[src/design/adpll_cfg_pkg.sv]
package adpll_cfg_pkg;

   ///////////////////////////////////////////////////////////////////////
   // Word widths
   ///////////////////////////////////////////////////////////////////////

   // FCW split into integer and fractional parts
   localparam int FCWW = 26;
   localparam int INTW = 12;
   localparam int FRAW = 14;

   // One guard bit over the FCW for the signed phase error
   localparam int ACCW = 27;
   localparam int OTWW = 13;

   // Signed capacitor bank words
   localparam int LW  = 5;
   localparam int MSW = 8;

   ///////////////////////////////////////////////////////////////////////
   // Bank limits and loop gain
   ///////////////////////////////////////////////////////////////////////

   localparam int L_MAX  = 12;
   localparam int L_MIN  = -13;
   localparam int MS_MAX = 127;
   localparam int MS_MIN = -128;
   localparam int OTW_SHIFT = 7;

   // Power-up marks, counted from entry into ST_PU
   localparam int TCW       = 9;
   localparam int T_TDC_PU  = 16;
   localparam int T_INJ_PU  = 48;
   localparam int T_PU_DONE = 112;
   localparam int T_CH_LOCK = 480;

   // Lock detector repeat counts
   localparam int LCW           = 5;
   localparam int LOCK_N_FINE   = 15;
   localparam int LOCK_N_COARSE = 8;

endpackage

[src/design/adpll_types_pkg.sv]
package adpll_types_pkg;

   typedef enum logic [1:0] {
      MODE_PD   = 2'd0,
      MODE_TEST = 2'd1,
      MODE_RX   = 2'd2,
      MODE_TX   = 2'd3
   } adpll_mode_e;

   // Acquisition runs large, medium then small bank
   typedef enum logic [2:0] {
      ST_IDLE = 3'd0,
      ST_PU   = 3'd1,
      ST_CL   = 3'd2,
      ST_CM   = 3'd3,
      ST_CS   = 3'd4
   } acq_state_e;

   typedef struct packed {
      logic [3:0] alpha;
      logic [3:0] beta;
      logic [2:0] lambda;
      logic [1:0] iir_n;
      logic       en_integral;
   } filt_cfg_s;

   // Per-mode small bank coefficients
   typedef struct packed {
      logic [3:0] alpha_s;
      logic [2:0] lambda;
      logic [1:0] iir_n;
   } coef_set_s;

   typedef struct packed {
      logic [3:0] alpha_l;
      logic [3:0] alpha_m;
      logic [3:0] beta;
      coef_set_s  rx;
      coef_set_s  tx;
   } coef_regs_s;

   typedef struct packed {
      logic signed [adpll_cfg_pkg::LW-1:0]  l;
      logic signed [adpll_cfg_pkg::MSW-1:0] m;
      logic signed [adpll_cfg_pkg::MSW-1:0] s;
   } bank_words_s;

   typedef struct packed {
      logic dco_pd;
      logic tdc_pd;
      logic tdc_pd_inj;
   } pwr_ctrl_s;

   typedef struct packed {
      bank_words_s words;
      pwr_ctrl_s   pd;
   } test_ctrl_s;

endpackage

[src/design/loop_filter.sv]
module loop_filter (
   input  logic                                     clk,
   input  logic                                     rst_accum_all,
   input  logic                                     accum_clr,
   input  logic [adpll_cfg_pkg::FCWW-1:0]           fcw,
   input  logic [adpll_cfg_pkg::INTW-1:0]           tdc_word,
   input  adpll_types_pkg::filt_cfg_s               filt,
   output logic signed [adpll_cfg_pkg::OTWW-1:0]    otw_round
);

   logic                                   clr;
   logic signed [adpll_cfg_pkg::ACCW-1:0]  ph_diff;
   logic signed [adpll_cfg_pkg::ACCW-1:0]  acc_d, acc_q;
   logic signed [adpll_cfg_pkg::ACCW-1:0]  iir1_d, iir2_d, iir3_d;
   logic signed [adpll_cfg_pkg::ACCW-1:0]  iir1_q, iir2_q, iir3_q;
   logic signed [adpll_cfg_pkg::ACCW-1:0]  tap;
   logic signed [adpll_cfg_pkg::ACCW-1:0]  integ_d, integ_q;
   logic signed [adpll_cfg_pkg::ACCW-1:0]  ntw, otw;
   logic signed [adpll_cfg_pkg::OTWW-1:0]  otw_int;

   // First-order IIR step with gain 2^-lambda
   function automatic logic signed [adpll_cfg_pkg::ACCW-1:0] iir_step(
      input logic signed [adpll_cfg_pkg::ACCW-1:0] x,
      input logic signed [adpll_cfg_pkg::ACCW-1:0] y,
      input logic [2:0]                            lam
   );
      return (x >>> lam) - (y >>> lam) + y;
   endfunction

   assign clr = rst_accum_all | accum_clr;

   // Phase error against the TDC integer word
   assign ph_diff = $signed({1'b0, fcw}) -
                    $signed({1'b0, tdc_word, {adpll_cfg_pkg::FRAW{1'b0}}});
   assign acc_d   = acc_q + ph_diff;

   assign iir1_d = iir_step(acc_d,  iir1_q, filt.lambda);
   assign iir2_d = iir_step(iir1_d, iir2_q, filt.lambda);
   assign iir3_d = iir_step(iir2_d, iir3_q, filt.lambda);

   always_comb begin
      case (filt.iir_n)
         2'd0:    tap = acc_d;
         2'd1:    tap = iir1_d;
         2'd2:    tap = iir2_d;
         default: tap = iir3_d;
      endcase
   end

   assign integ_d = tap + integ_q;

   always_ff @(posedge clk) begin
      if (clr) begin
         acc_q   <= '0;
         iir1_q  <= '0;
         iir2_q  <= '0;
         iir3_q  <= '0;
         integ_q <= '0;
      end else begin
         acc_q  <= acc_d;
         iir1_q <= iir1_d;
         iir2_q <= iir2_d;
         iir3_q <= iir3_d;
         if (filt.en_integral) begin
            integ_q <= integ_d;
         end
      end
   end

   // Proportional path plus optional integral path
   assign ntw = filt.en_integral ? (integ_d >>> filt.beta) + (tap >>> filt.alpha)
                                 : (tap >>> filt.alpha);
   assign otw     = ntw <<< adpll_cfg_pkg::OTW_SHIFT;
   assign otw_int = otw[adpll_cfg_pkg::ACCW-1:adpll_cfg_pkg::FRAW];

   // Round half up on the top fractional bit
   assign otw_round = otw_int + $signed({{(adpll_cfg_pkg::OTWW-1){1'b0}},
                                         otw[adpll_cfg_pkg::FRAW-1]});

endmodule

[src/design/acq_sequencer.sv]
module acq_sequencer (
   input  logic                                     clk,
   input  logic                                     rst_accum_all,
   input  logic [adpll_cfg_pkg::FCWW-1:0]           fcw,
   input  adpll_types_pkg::adpll_mode_e             mode,
   input  adpll_types_pkg::coef_regs_s              coefs,
   input  logic                                     lock_seen,
   input  logic signed [adpll_cfg_pkg::OTWW-1:0]    lock_word,
   output adpll_types_pkg::acq_state_e              state,
   output adpll_types_pkg::filt_cfg_s               filt,
   output logic                                     accum_clr,
   output logic                                     ld_en,
   output logic                                     ld_clr,
   output adpll_types_pkg::bank_words_s             fixed_words,
   output adpll_types_pkg::pwr_ctrl_s               pwr,
   output logic                                     channel_lock
);

   logic [adpll_cfg_pkg::FCWW-1:0]  fcw_last;
   adpll_types_pkg::adpll_mode_e    mode_last;
   logic [adpll_cfg_pkg::TCW-1:0]   time_cnt;
   logic                            en_integral;
   adpll_types_pkg::coef_set_s      cs;

   // Small bank coefficients follow the radio direction
   assign cs = (mode == adpll_types_pkg::MODE_TX) ? coefs.tx : coefs.rx;

   always_comb begin
      filt.alpha       = coefs.rx.alpha_s;
      filt.beta        = coefs.beta;
      filt.lambda      = coefs.rx.lambda;
      filt.iir_n       = 2'd0;
      filt.en_integral = en_integral;
      case (state)
         adpll_types_pkg::ST_CL: filt.alpha = coefs.alpha_l;
         adpll_types_pkg::ST_CM: filt.alpha = coefs.alpha_m;
         adpll_types_pkg::ST_CS: begin
            filt.alpha  = cs.alpha_s;
            filt.lambda = cs.lambda;
            filt.iir_n  = cs.iir_n;
         end
         default: ;
      endcase
   end

   //////////////////////////////////////////////////////////////////////
   // Acquisition FSM
   //////////////////////////////////////////////////////////////////////

   always_ff @(posedge clk) begin
      if (rst_accum_all) begin
         state        <= adpll_types_pkg::ST_IDLE;
         time_cnt     <= '0;
         pwr          <= '1;
         accum_clr    <= 1'b0;
         ld_en        <= 1'b0;
         ld_clr       <= 1'b0;
         fixed_words  <= '0;
         channel_lock <= 1'b0;
         en_integral  <= 1'b0;
         fcw_last     <= '0;
         mode_last    <= adpll_types_pkg::MODE_PD;
      end else begin
         fcw_last  <= fcw;
         mode_last <= mode;
         // Any FCW or mode change restarts acquisition
         if (fcw != fcw_last || mode != mode_last) begin
            state <= adpll_types_pkg::ST_IDLE;
         end else begin
            case (state)
               adpll_types_pkg::ST_IDLE: begin
                  time_cnt     <= '0;
                  fixed_words  <= '0;
                  ld_en        <= 1'b0;
                  ld_clr       <= 1'b1;
                  channel_lock <= 1'b0;
                  en_integral  <= 1'b0;
                  if (mode == adpll_types_pkg::MODE_PD) begin
                     pwr <= '1;
                  end
                  if (mode == adpll_types_pkg::MODE_RX || mode == adpll_types_pkg::MODE_TX) begin
                     state <= adpll_types_pkg::ST_PU;
                  end
               end
               adpll_types_pkg::ST_PU: begin
                  time_cnt   <= time_cnt + 1'b1;
                  pwr.dco_pd <= 1'b0;
                  if (time_cnt == adpll_cfg_pkg::T_TDC_PU) begin
                     pwr.tdc_pd <= 1'b0;
                  end
                  if (time_cnt == adpll_cfg_pkg::T_INJ_PU) begin
                     pwr.tdc_pd_inj <= 1'b0;
                  end
                  if (time_cnt == adpll_cfg_pkg::T_PU_DONE) begin
                     state     <= adpll_types_pkg::ST_CL;
                     accum_clr <= 1'b1;
                     time_cnt  <= '0;
                  end
               end
               adpll_types_pkg::ST_CL: begin
                  accum_clr <= 1'b0;
                  ld_clr    <= 1'b0;
                  ld_en     <= 1'b1;
                  if (lock_seen && !ld_clr) begin
                     fixed_words.l <= lock_word[adpll_cfg_pkg::LW-1:0];
                     state         <= adpll_types_pkg::ST_CM;
                     accum_clr     <= 1'b1;
                     ld_clr        <= 1'b1;
                  end
               end
               adpll_types_pkg::ST_CM: begin
                  accum_clr <= 1'b0;
                  ld_clr    <= 1'b0;
                  if (lock_seen && !ld_clr) begin
                     fixed_words.m <= lock_word[adpll_cfg_pkg::MSW-1:0];
                     state         <= adpll_types_pkg::ST_CS;
                     accum_clr     <= 1'b1;
                     ld_en         <= 1'b0;
                  end
               end
               adpll_types_pkg::ST_CS: begin
                  accum_clr <= 1'b0;
                  time_cnt  <= time_cnt + 1'b1;
                  if (coefs.beta != 4'd0) begin
                     en_integral <= 1'b1;
                  end
                  if (time_cnt == adpll_cfg_pkg::T_CH_LOCK) begin
                     channel_lock <= 1'b1;
                  end
               end
               default: state <= adpll_types_pkg::ST_IDLE;
            endcase
         end
      end
   end

endmodule

[src/design/freq_lock_detector.sv]
module freq_lock_detector (
   input  logic                                     clk,
   input  logic                                     rst_accum_all,
   input  logic                                     ld_en,
   input  logic                                     ld_clr,
   input  adpll_types_pkg::acq_state_e              state,
   input  logic signed [adpll_cfg_pkg::OTWW-1:0]    otw_sat,
   output logic                                     lock_seen,
   output logic signed [adpll_cfg_pkg::OTWW-1:0]    lock_word
);

   logic signed [adpll_cfg_pkg::OTWW-1:0]  cand1, cand2;
   logic [adpll_cfg_pkg::LCW-1:0]          cnt1, cnt2;
   logic [adpll_cfg_pkg::LCW-1:0]          inc1, inc2;
   int                                     lock_n;

   assign inc1 = cnt1 + 1'b1;
   assign inc2 = cnt2 + 1'b1;

   // Coarse bank settles with fewer repeats
   assign lock_n = (state == adpll_types_pkg::ST_CL) ? adpll_cfg_pkg::LOCK_N_COARSE
                                                     : adpll_cfg_pkg::LOCK_N_FINE;

   always_ff @(posedge clk) begin
      if (rst_accum_all || ld_clr) begin
         cand1     <= '1;
         cand2     <= '1;
         cnt1      <= '0;
         cnt2      <= '0;
         lock_seen <= 1'b0;
         lock_word <= '1;
      end else if (ld_en) begin
         if (otw_sat == cand1) begin
            cnt1 <= inc1;
            if (inc1 == lock_n) begin
               lock_seen <= 1'b1;
               lock_word <= cand1;
            end
         end else if (otw_sat == cand2) begin
            cnt2 <= inc2;
            if (inc2 == lock_n) begin
               lock_seen <= 1'b1;
               lock_word <= cand2;
            end
         end else begin
            // New value pushes out the older candidate
            cand1 <= otw_sat;
            cnt1  <= 1;
            cand2 <= cand1;
            cnt2  <= cnt1;
         end
      end
   end

endmodule

[src/design/bank_word_combiner.sv]
module bank_word_combiner (
   input  adpll_types_pkg::acq_state_e              state,
   input  adpll_types_pkg::adpll_mode_e             mode,
   input  logic                                     accum_clr,
   input  logic signed [adpll_cfg_pkg::OTWW-1:0]    otw_round,
   input  adpll_types_pkg::bank_words_s             fixed_words,
   input  adpll_types_pkg::test_ctrl_s              test,
   output logic signed [adpll_cfg_pkg::OTWW-1:0]    otw_sat,
   output adpll_types_pkg::bank_words_s             dco_words,
   output logic                                     channel_sat
);

   function automatic logic signed [adpll_cfg_pkg::OTWW-1:0] clamp(
      input logic signed [adpll_cfg_pkg::OTWW-1:0] v,
      input int                                    hi,
      input int                                    lo
   );
      if (v > hi) begin
         return hi[adpll_cfg_pkg::OTWW-1:0];
      end
      if (v < lo) begin
         return lo[adpll_cfg_pkg::OTWW-1:0];
      end
      return v;
   endfunction

   // Large bank has a narrower range
   assign otw_sat = (state == adpll_types_pkg::ST_CL) ?
                    clamp(otw_round, adpll_cfg_pkg::L_MAX, adpll_cfg_pkg::L_MIN) :
                    clamp(otw_round, adpll_cfg_pkg::MS_MAX, adpll_cfg_pkg::MS_MIN);

   always_comb begin
      if (mode == adpll_types_pkg::MODE_TEST) begin
         dco_words = test.words;
      end else begin
         dco_words.l = (state == adpll_types_pkg::ST_CL && !accum_clr) ?
                       otw_sat[adpll_cfg_pkg::LW-1:0] : fixed_words.l;
         dco_words.m = (state == adpll_types_pkg::ST_CM && !accum_clr) ?
                       otw_sat[adpll_cfg_pkg::MSW-1:0] : fixed_words.m;
         dco_words.s = (state == adpll_types_pkg::ST_CS && !accum_clr) ?
                       otw_sat[adpll_cfg_pkg::MSW-1:0] : fixed_words.s;
      end
   end

   assign channel_sat = (dco_words.s == adpll_cfg_pkg::MS_MIN) ||
                        (dco_words.s == adpll_cfg_pkg::MS_MAX);

endmodule

[src/design/adpll_ctrl.sv]
module adpll_ctrl (
   input  logic                                clk,
   input  logic                                rst_accum_all,
   input  logic [adpll_cfg_pkg::FCWW-1:0]      fcw,
   input  adpll_types_pkg::adpll_mode_e        adpll_mode,
   input  logic [adpll_cfg_pkg::INTW-1:0]      tdc_word,
   input  adpll_types_pkg::coef_regs_s         coefs,
   input  adpll_types_pkg::test_ctrl_s         test,
   output adpll_types_pkg::bank_words_s        dco_words,
   output adpll_types_pkg::pwr_ctrl_s          pwr,
   output logic                                channel_lock,
   output logic                                channel_sat
);

   adpll_types_pkg::acq_state_e            state;
   adpll_types_pkg::filt_cfg_s             filt;
   adpll_types_pkg::bank_words_s           fixed_words;
   adpll_types_pkg::pwr_ctrl_s             pwr_seq;
   logic                                   accum_clr;
   logic                                   ld_en, ld_clr;
   logic                                   lock_seen;
   logic signed [adpll_cfg_pkg::OTWW-1:0]  lock_word;
   logic signed [adpll_cfg_pkg::OTWW-1:0]  otw_round, otw_sat;

   ///////////////////////////////////////////////////////////////////////
   // Loop filter and acquisition control
   ///////////////////////////////////////////////////////////////////////

   loop_filter loop_filter0 (
      .clk(clk), .rst_accum_all(rst_accum_all), .accum_clr(accum_clr),
      .fcw(fcw), .tdc_word(tdc_word), .filt(filt), .otw_round(otw_round)
   );

   acq_sequencer acq_sequencer0 (
      .clk(clk), .rst_accum_all(rst_accum_all), .fcw(fcw), .mode(adpll_mode),
      .coefs(coefs), .lock_seen(lock_seen), .lock_word(lock_word), .state(state),
      .filt(filt), .accum_clr(accum_clr), .ld_en(ld_en), .ld_clr(ld_clr),
      .fixed_words(fixed_words), .pwr(pwr_seq), .channel_lock(channel_lock)
   );

   freq_lock_detector freq_lock_detector0 (
      .clk(clk), .rst_accum_all(rst_accum_all), .ld_en(ld_en), .ld_clr(ld_clr),
      .state(state), .otw_sat(otw_sat), .lock_seen(lock_seen), .lock_word(lock_word)
   );

   bank_word_combiner bank_word_combiner0 (
      .state(state), .mode(adpll_mode), .accum_clr(accum_clr), .otw_round(otw_round),
      .fixed_words(fixed_words), .test(test), .otw_sat(otw_sat),
      .dco_words(dco_words), .channel_sat(channel_sat)
   );

   // Test mode drives the analog power-downs directly
   assign pwr = (adpll_mode == adpll_types_pkg::MODE_TEST) ? test.pd : pwr_seq;

endmodule

[config.mk]
export PLATFORM = sky130hd
export DESIGN_NAME = adpll_ctrl
export DESIGN_NICKNAME = d
export VERILOG_FILES = /design/src/design/adpll_cfg_pkg.sv /design/src/design/adpll_types_pkg.sv /design/src/design/loop_filter.sv /design/src/design/acq_sequencer.sv /design/src/design/freq_lock_detector.sv /design/src/design/bank_word_combiner.sv /design/src/design/adpll_ctrl.sv
export SDC_FILE = /design/constraint.sdc
export NUM_CORES = 2
export LEC_CHECK = 0
export BUFFER_PORTS_ARGS = -buffer_cell sky130_fd_sc_hd__buf_2
export CAP_MARGIN = 40
export CORE_AREA = 2 2 303 305
export DETAILED_ROUTE_END_ITERATION = 12
export DIE_AREA = 0 0 305 307
export PLACE_DENSITY = 0.61
export SYNTH_ARGS = -nofsm -noshare
export SYNTH_HDL_FRONTEND = slang
export SYNTH_SLANG_ARGS = --single-unit
[constraint.sdc]
create_clock -name clk -period 19.3 [get_ports clk]
set_input_delay 0.965 -clock clk [delete_from_list [all_inputs] [get_ports clk]]
set_output_delay 0.965 -clock clk [all_outputs]
set_load 0.01 [all_outputs]
# Word-level counts from Yosys, hierarchy flattened
# Index checks and enable logic that the tools add are counted.
# word_totals
out_inout_bits	26
reg_bits	241
# op_classes
n_shift	8
order_cmp	4
muxes	62
n_eq_ne	32
addsub	14
bitwise	5
n_reduce_logical	41
# op_table
operator	n
$sshr 27x3->27	6
$add 27x27->27	5
$mux 13	9
$pmux 27 s3	1
$sub 27x27->27	3
$eq 5x32->1	2
$mux 8	7
$sshr 27x4->20	2
$mux 5	6
$pmux 9 s3	1
$sub 26x26->27	1
$eq 13x13->1	2
$ne 26x26->1	1
$reduce_and 3->1	8
$mux 21	1
$mux 3	7
$add 20x20->20	1
$mux 20	1
$ne 2x1->1 const B	10
$mux 9	2
$mux 1	17
$eq 8x8->1 const B	2
$pmux 8 s2	1
$pmux 3 s5	1
other kinds (37)	69

# Longest topological paths before layout
# depth
depth_word	28
depth_mapped	101
ltp_nobuf	93

# Cells and area by module
# Synthesis repeated with hierarchy kept, for this count alone.
# unflattened
hier_cells	4069
hier_area_um2	30676.9
# by_module_without_submodules
module	cells_each	n_inst	area_per_inst_um2
loop_filter	3290	1	24028.0
acq_sequencer	335	1	2985.4
freq_lock_detector	286	1	2651.3
bank_word_combiner	154	1	953.4
adpll_ctrl	4	1	58.8

# Worst setup path after synthesis
# No wires, ideal clock.
# synth_timing
path_kind	input to output
from	input fcw[2] in the netlist's numbering
to	output channel_sat
n_path_buf	3
t_arrival_ns	18.179
stages	85
path_slack_ns	0.156
path_cell_list	inv_1 > ha_1 > inv_1 > ha_1 > o211ai_1 > o21ai_1 > o21a_1 > o311ai_0 > nand2_1 > o31ai_1 > xor2_1 > mux2i_1 > o21ai_0 > nor2_1 > a21oi_1 > fa_1 > inv_1 > ha_1 > (+49 left out) > o21ai_0 > nand2b_1 > and2_1 > o21ai_0 > nor2b_1 > a2111oi_2 > a211oi_2 > or3b_1 > or3_1 > o21bai_1 > a21o_1 > buf_2 > and2_1 > o31a_1 > nor3_1 > a22o_1 > nand4b_1 > o21ai_0
# synth_rtl
element	line	rtl
start, declared	adpll_ctrl.sv:4	input logic [adpll_cfg_pkg::FCWW-1:0] fcw,
end, declared	adpll_ctrl.sv:12	output logic channel_sat

# Worst setup path in the final report
# layout_timing
from	input fcw[18] in the netlist's numbering
to	output channel_sat
# layout_via
elab_chain_cells	27
elab_cells_between_ends	40
# layout_lines
element	line	rtl
$sub 26x26->27 (*)	loop_filter.sv:33	assign ph_diff = $signed({1'b0, fcw}) -
$add 27x27->27 (*)	loop_filter.sv:35	assign acc_d = acc_q + ph_diff;
$sshr 27x3->27	loop_filter.sv:27	return (x >>> lam) - (y >>> lam) + y;
$sub 27x27->27	loop_filter.sv:27	
$add 27x27->27	loop_filter.sv:27	
$sshr 27x3->27	loop_filter.sv:27	
$sub 27x27->27	loop_filter.sv:27	
$add 27x27->27	loop_filter.sv:27	
(+10 left out)	--	
$mux 1 (2 in a row)	bank_word_combiner.sv:21	if (v < lo) begin
$mux 13	bank_word_combiner.sv:24	return v;
$mux 13	bank_word_combiner.sv:21	
$mux 13 (*)	bank_word_combiner.sv:28	assign otw_sat = (state == adpll_types_pkg::ST_CL) ?
$mux 8 (*)	bank_word_combiner.sv:40	dco_words.s = (state == adpll_types_pkg::ST_CS && !accum_clr) ?
$mux 21 (*)	bank_word_combiner.sv:33	if (mode == adpll_types_pkg::MODE_TEST) begin
$eq 8x8->1, on equally long branches	bank_word_combiner.sv:45, bank_word_combiner.sv:46	
$logic_or 1x1->1 (*)	bank_word_combiner.sv:45	assign channel_sat = (dco_words.s == adpll_cfg_pkg::MS_MIN) ||
# Every way passes the cells marked *; elsewhere a longest branch is shown, timed or not. The select of a mux whose other input is x is not followed.

==> PnR_summary.wiki <==
{| class="wikitable"
! Metric !! Value
|-
| Number of antenna violations at the first check in global routing || 4
|-
| Wire length of the first global-routing pass || 200400 um
|-
| Count of port buffers added during placement || 121
|-
| Post-synth design cell area || 31420 um^2
|-
| Total congestion overflow || 0
|-
| Maximum count of clock buffers along a single path || 3
|-
| Post-synthesis net count || 4859
|-
| Highest achievable clock rate || 0.05206 GHz
|-
| Total Routing Usage GR || 26.69%
|-
| Largest family of logic cells by synthesized area || compound AO/OA/AOI/OAI gates
|-
| Final count of hold timing violations || 0
|-
| Cell type with the largest total area after synthesis || sky130_fd_sc_hd__dfxtp_1
|-
| Number of iterations in the first detailed-routing pass || 10
|-
| Number of warnings issued by yosys || 0
|-
| Final Util || 51.51%
|-
| DIE HEIGHT || 307 um
|-
| Layout filler cell count || 8465
|-
| Shortest period the worst path allows || 19.21 ns
|-
| Setup violators final || 0
|-
| Simple-gate portion of the synthesized area || 23.74%
|-
| Share of the synthesized area in the top cell type || 15.36%
|-
| Most common cell after layout, fill and taps aside || sky130_fd_sc_hd__buf_4
|-
| Top cells by area in the synthesized netlist || sky130_fd_sc_hd__dfxtp_1 15%, sky130_fd_sc_hd__ha_1 6.8%, sky130_fd_sc_hd__nand2_1 6.7%, sky130_fd_sc_hd__a21oi_1 6.4%, sky130_fd_sc_hd__nor2_1 6.3%
|-
| Count of cell types in the netlist || 131
|-
| First-iteration detailed-routing DRC count || 3506
|-
| Class of the most critical setup path || in -> out
|-
| Horizontal die dimension || 305 um
|-
| Sink Count || 241
|-
| Fraction of the mapped netlist area in compound gates || 27.90%
|-
| Period utilisation layout || 99.53%
|-
| Place WS || -1.868 ns
|-
| Required time of the worst setup path || 18.33 ns
|-
| Cell chosen for the clock root || sky130_fd_sc_hd__clkbuf_16
|-
| Average via count per standard cell || 5.602
|-
| Remaining antenna violation count || 0
|-
| Share of final-layout standard cells stronger than drive strength 1 || 36.91%
|-
| PnR worst setup slack || 0.09071 ns
|-
| HPWL after detailed placement || 102000 um
|-
| Placeable Area || 90690 um^2
|-
| Multiplexer area fraction after synthesis || 7.435%
|-
| Total of hold buffers inserted after clock tree synthesis || 0
|-
| Num CTS Buffers || 35
|-
| Number of placed I/O pins || 122
|-
| Unrepaired setup endpoints after global routing || yes
|-
| # Max-Cap Violations || 0
|-
| Vias after detailed routing || 38360
|-
| Site row count || 111
|-
| Clock-pin slew of the registers on the worst-case setup and hold paths || 0.06 ns
|-
| Depth of the CTS H-tree || 2
|-
| GPL Wtd Cong || 1.017
|-
| Top library cells by usage in the layout, fill and taps aside || 1215 x sky130_fd_sc_hd__buf_4, 544 x sky130_fd_sc_hd__nand2_1, 492 x sky130_fd_sc_hd__nor2_1
|-
| Most used flip-flop cell after synthesis || sky130_fd_sc_hd__dfxtp_1
|-
| Setup skew after layout || 0.02240 ns
|-
| Slew headroom || 29.59%
|-
| Slowest cell on the critical path || sky130_fd_sc_hd__fa_1
|-
| Setup crit end kind || output port
|-
| Outcome || finished, final reports clean
|-
| Share of synthesized area occupied by flip-flops and latches || 15.36%
|-
| Vias in the first global route || 35930
|-
| Crit path top cell by count || sky130_fd_sc_hd__buf_4
|-
| Largest fanout on the critical path || 7
|-
| Count of flip-flops with a built-in enable after synthesis || 0
|-
| Clock latency of the later-clocked register in the worst-skew pair || 0.57 ns
|-
| Synthesized-area fraction occupied by adder cells || 12.57%
|-
| Critical Path Max Stage Delay || 0.55 ns
|-
| Count of final max-slew check failures || 0
|-
| Tightest Pin Transition || 1.042 ns
|-
| Diode count || 0
|-
| Data arrival, critical path || 18.24 ns
|-
| Initial Util || 34.65%
|-
| Min-delay worst type || reg -> reg
|-
| DRC || 0
|-
| Fraction of synthesized cell area in xor and xnor cells || 4.858%
|-
| Share of synthesized flip-flops with an asynchronous set or reset || 0%
|-
| Total of flip-flops plus latches after synthesis || 241
|-
| Setup crit start kind || input pin
|-
| CTS tree || yes
|-
| Pin count of the biggest net entering global routing || 81
|-
| Die ar. || 93640 um^2
|-
| Total Wirelength || 134900 um
|-
| Number of nets in the finished design || 5992
|-
| Area Overhead vs Synth || 48.69%
|-
| Average wire per cell in the routed design || 19.71 um
|-
| Synthesized area per cell || 6.979 um^2
|-
| Synthesized netlist cell count || 4502
|-
| Setup_tns || 0 ns
|}
-- worst max-delay path: cells and delay by family --
family	cells	cell delay, ns
and+or+nand+nor	22	3.55
muxes	4	0.99
AOI/OAI and AO/OA	31	5.86
adders and majority gates	10	3.75
buffers and inverters	18	2.22
xor gates and xnor gates	5	0.87
-- repair_timing --
| item | 4_1_cts | 5_1_grt |
|---|---|---|
| setup buffers | 38 | 116 |
| endpoints found under the setup margin | 67 | 67 |
| resized for setup | 196 | 587 |
| pin swaps | 50 | 204 |
-- metrics by stage --
step,instance area [um^2],instances,hold slack (ns)
2_1_floorplan,31420,4502,0.4287
3_3_place_gp,40760,6627,0.4426
3_5_place_dp,40840,6635,0.4529
4_1_cts,43200,6737,0.4636
5_1_grt,46720,6848,0.4892
6_report,46720,6848,0.4688
-- cell usage after synthesis, drive strengths merged (16+ instances only) --
library cell,count
a21o,80
fa,91
and4,16
xnor2,99
a221oi,18
o21ai,296
a211oi,85
nand2b,26
buf,92
mux2,27
a31oi,49
nor3,80
a21oi,405
inv,374
nor2b,21
xor2,67
or3,34
nand4,38
a22oi,17
nor2,535
dfxtp,241
o22ai,17
or2,17
o211ai,79
clkbuf,181
o31ai,21
ha,170
nand2,566
nor4,33
mux2i,194
and3,35
o21a,40
nand3,114
and2,61
-- routing by layer --
layer / global-route usage [%] / share of wire, %
met5: 0 / 0.029
met3: 4.094 / 7.8
met1: 34.35 / 41
met2: 44.23 / 46
met4: 11.51 / 5.4
-- cell type report --
| type | count | area (um^2) | area share [%] |
|---|---|---|---|
| Clock buffer | 52 | 1040 | 2.226 |
| Clock inverter | 12 | 227.7 | 0.4874 |
| Inverter | 377 | 1418 | 3.034 |
| Multi-Input combinational cell | 3611 | 27550 | 58.96 |
| Sequential cell | 241 | 4826 | 10.33 |
| Tap cell | 1186 | 1484 | 3.176 |
| Timing Repair Buffer | 1369 | 10180 | 21.78 |
-- state kept, by name, summed over array words and instances (netlist names), 26 cells and up --
signal,count
acq_sequencer0.fcw_last,26
loop_filter0.iir3_q,27
loop_filter0.iir2_q,27
loop_filter0.integ_q,27
loop_filter0.acc_q,27
loop_filter0.iir1_q,27
-- cell families (layout without fill, tap and decap cells) --
logic type                 count (synthesis)  after routing
adders and majority gates                261            261
muxes                                    225            225
DFF                                      241            241
AOI/OAI and AO/OA                       1327           1327
xor gates and xnor gates                 168            168
buffers and inverters                    650           1810
and+or+nand+nor                         1630           1630
-- final timing paths --
kind | from | endpoint | slack (ns) | cells after the start
max | fcw[18] | channel_sat | 0.09 | 90
min | acq_sequencer0.fixed_words[11] | acq_sequencer0.fixed_words[11] | 0.47 | 2
max reg2reg | loop_filter0.acc_q[2] | freq_lock_detector0.lock_word[4] | 0.79 | 96
min reg2reg | acq_sequencer0.fixed_words[11] | acq_sequencer0.fixed_words[11] | 0.47 | 2
Power is left out: the tool's default activity adds up to more than one toggle a clock period on the data nets, which glitch-free logic cannot reach.
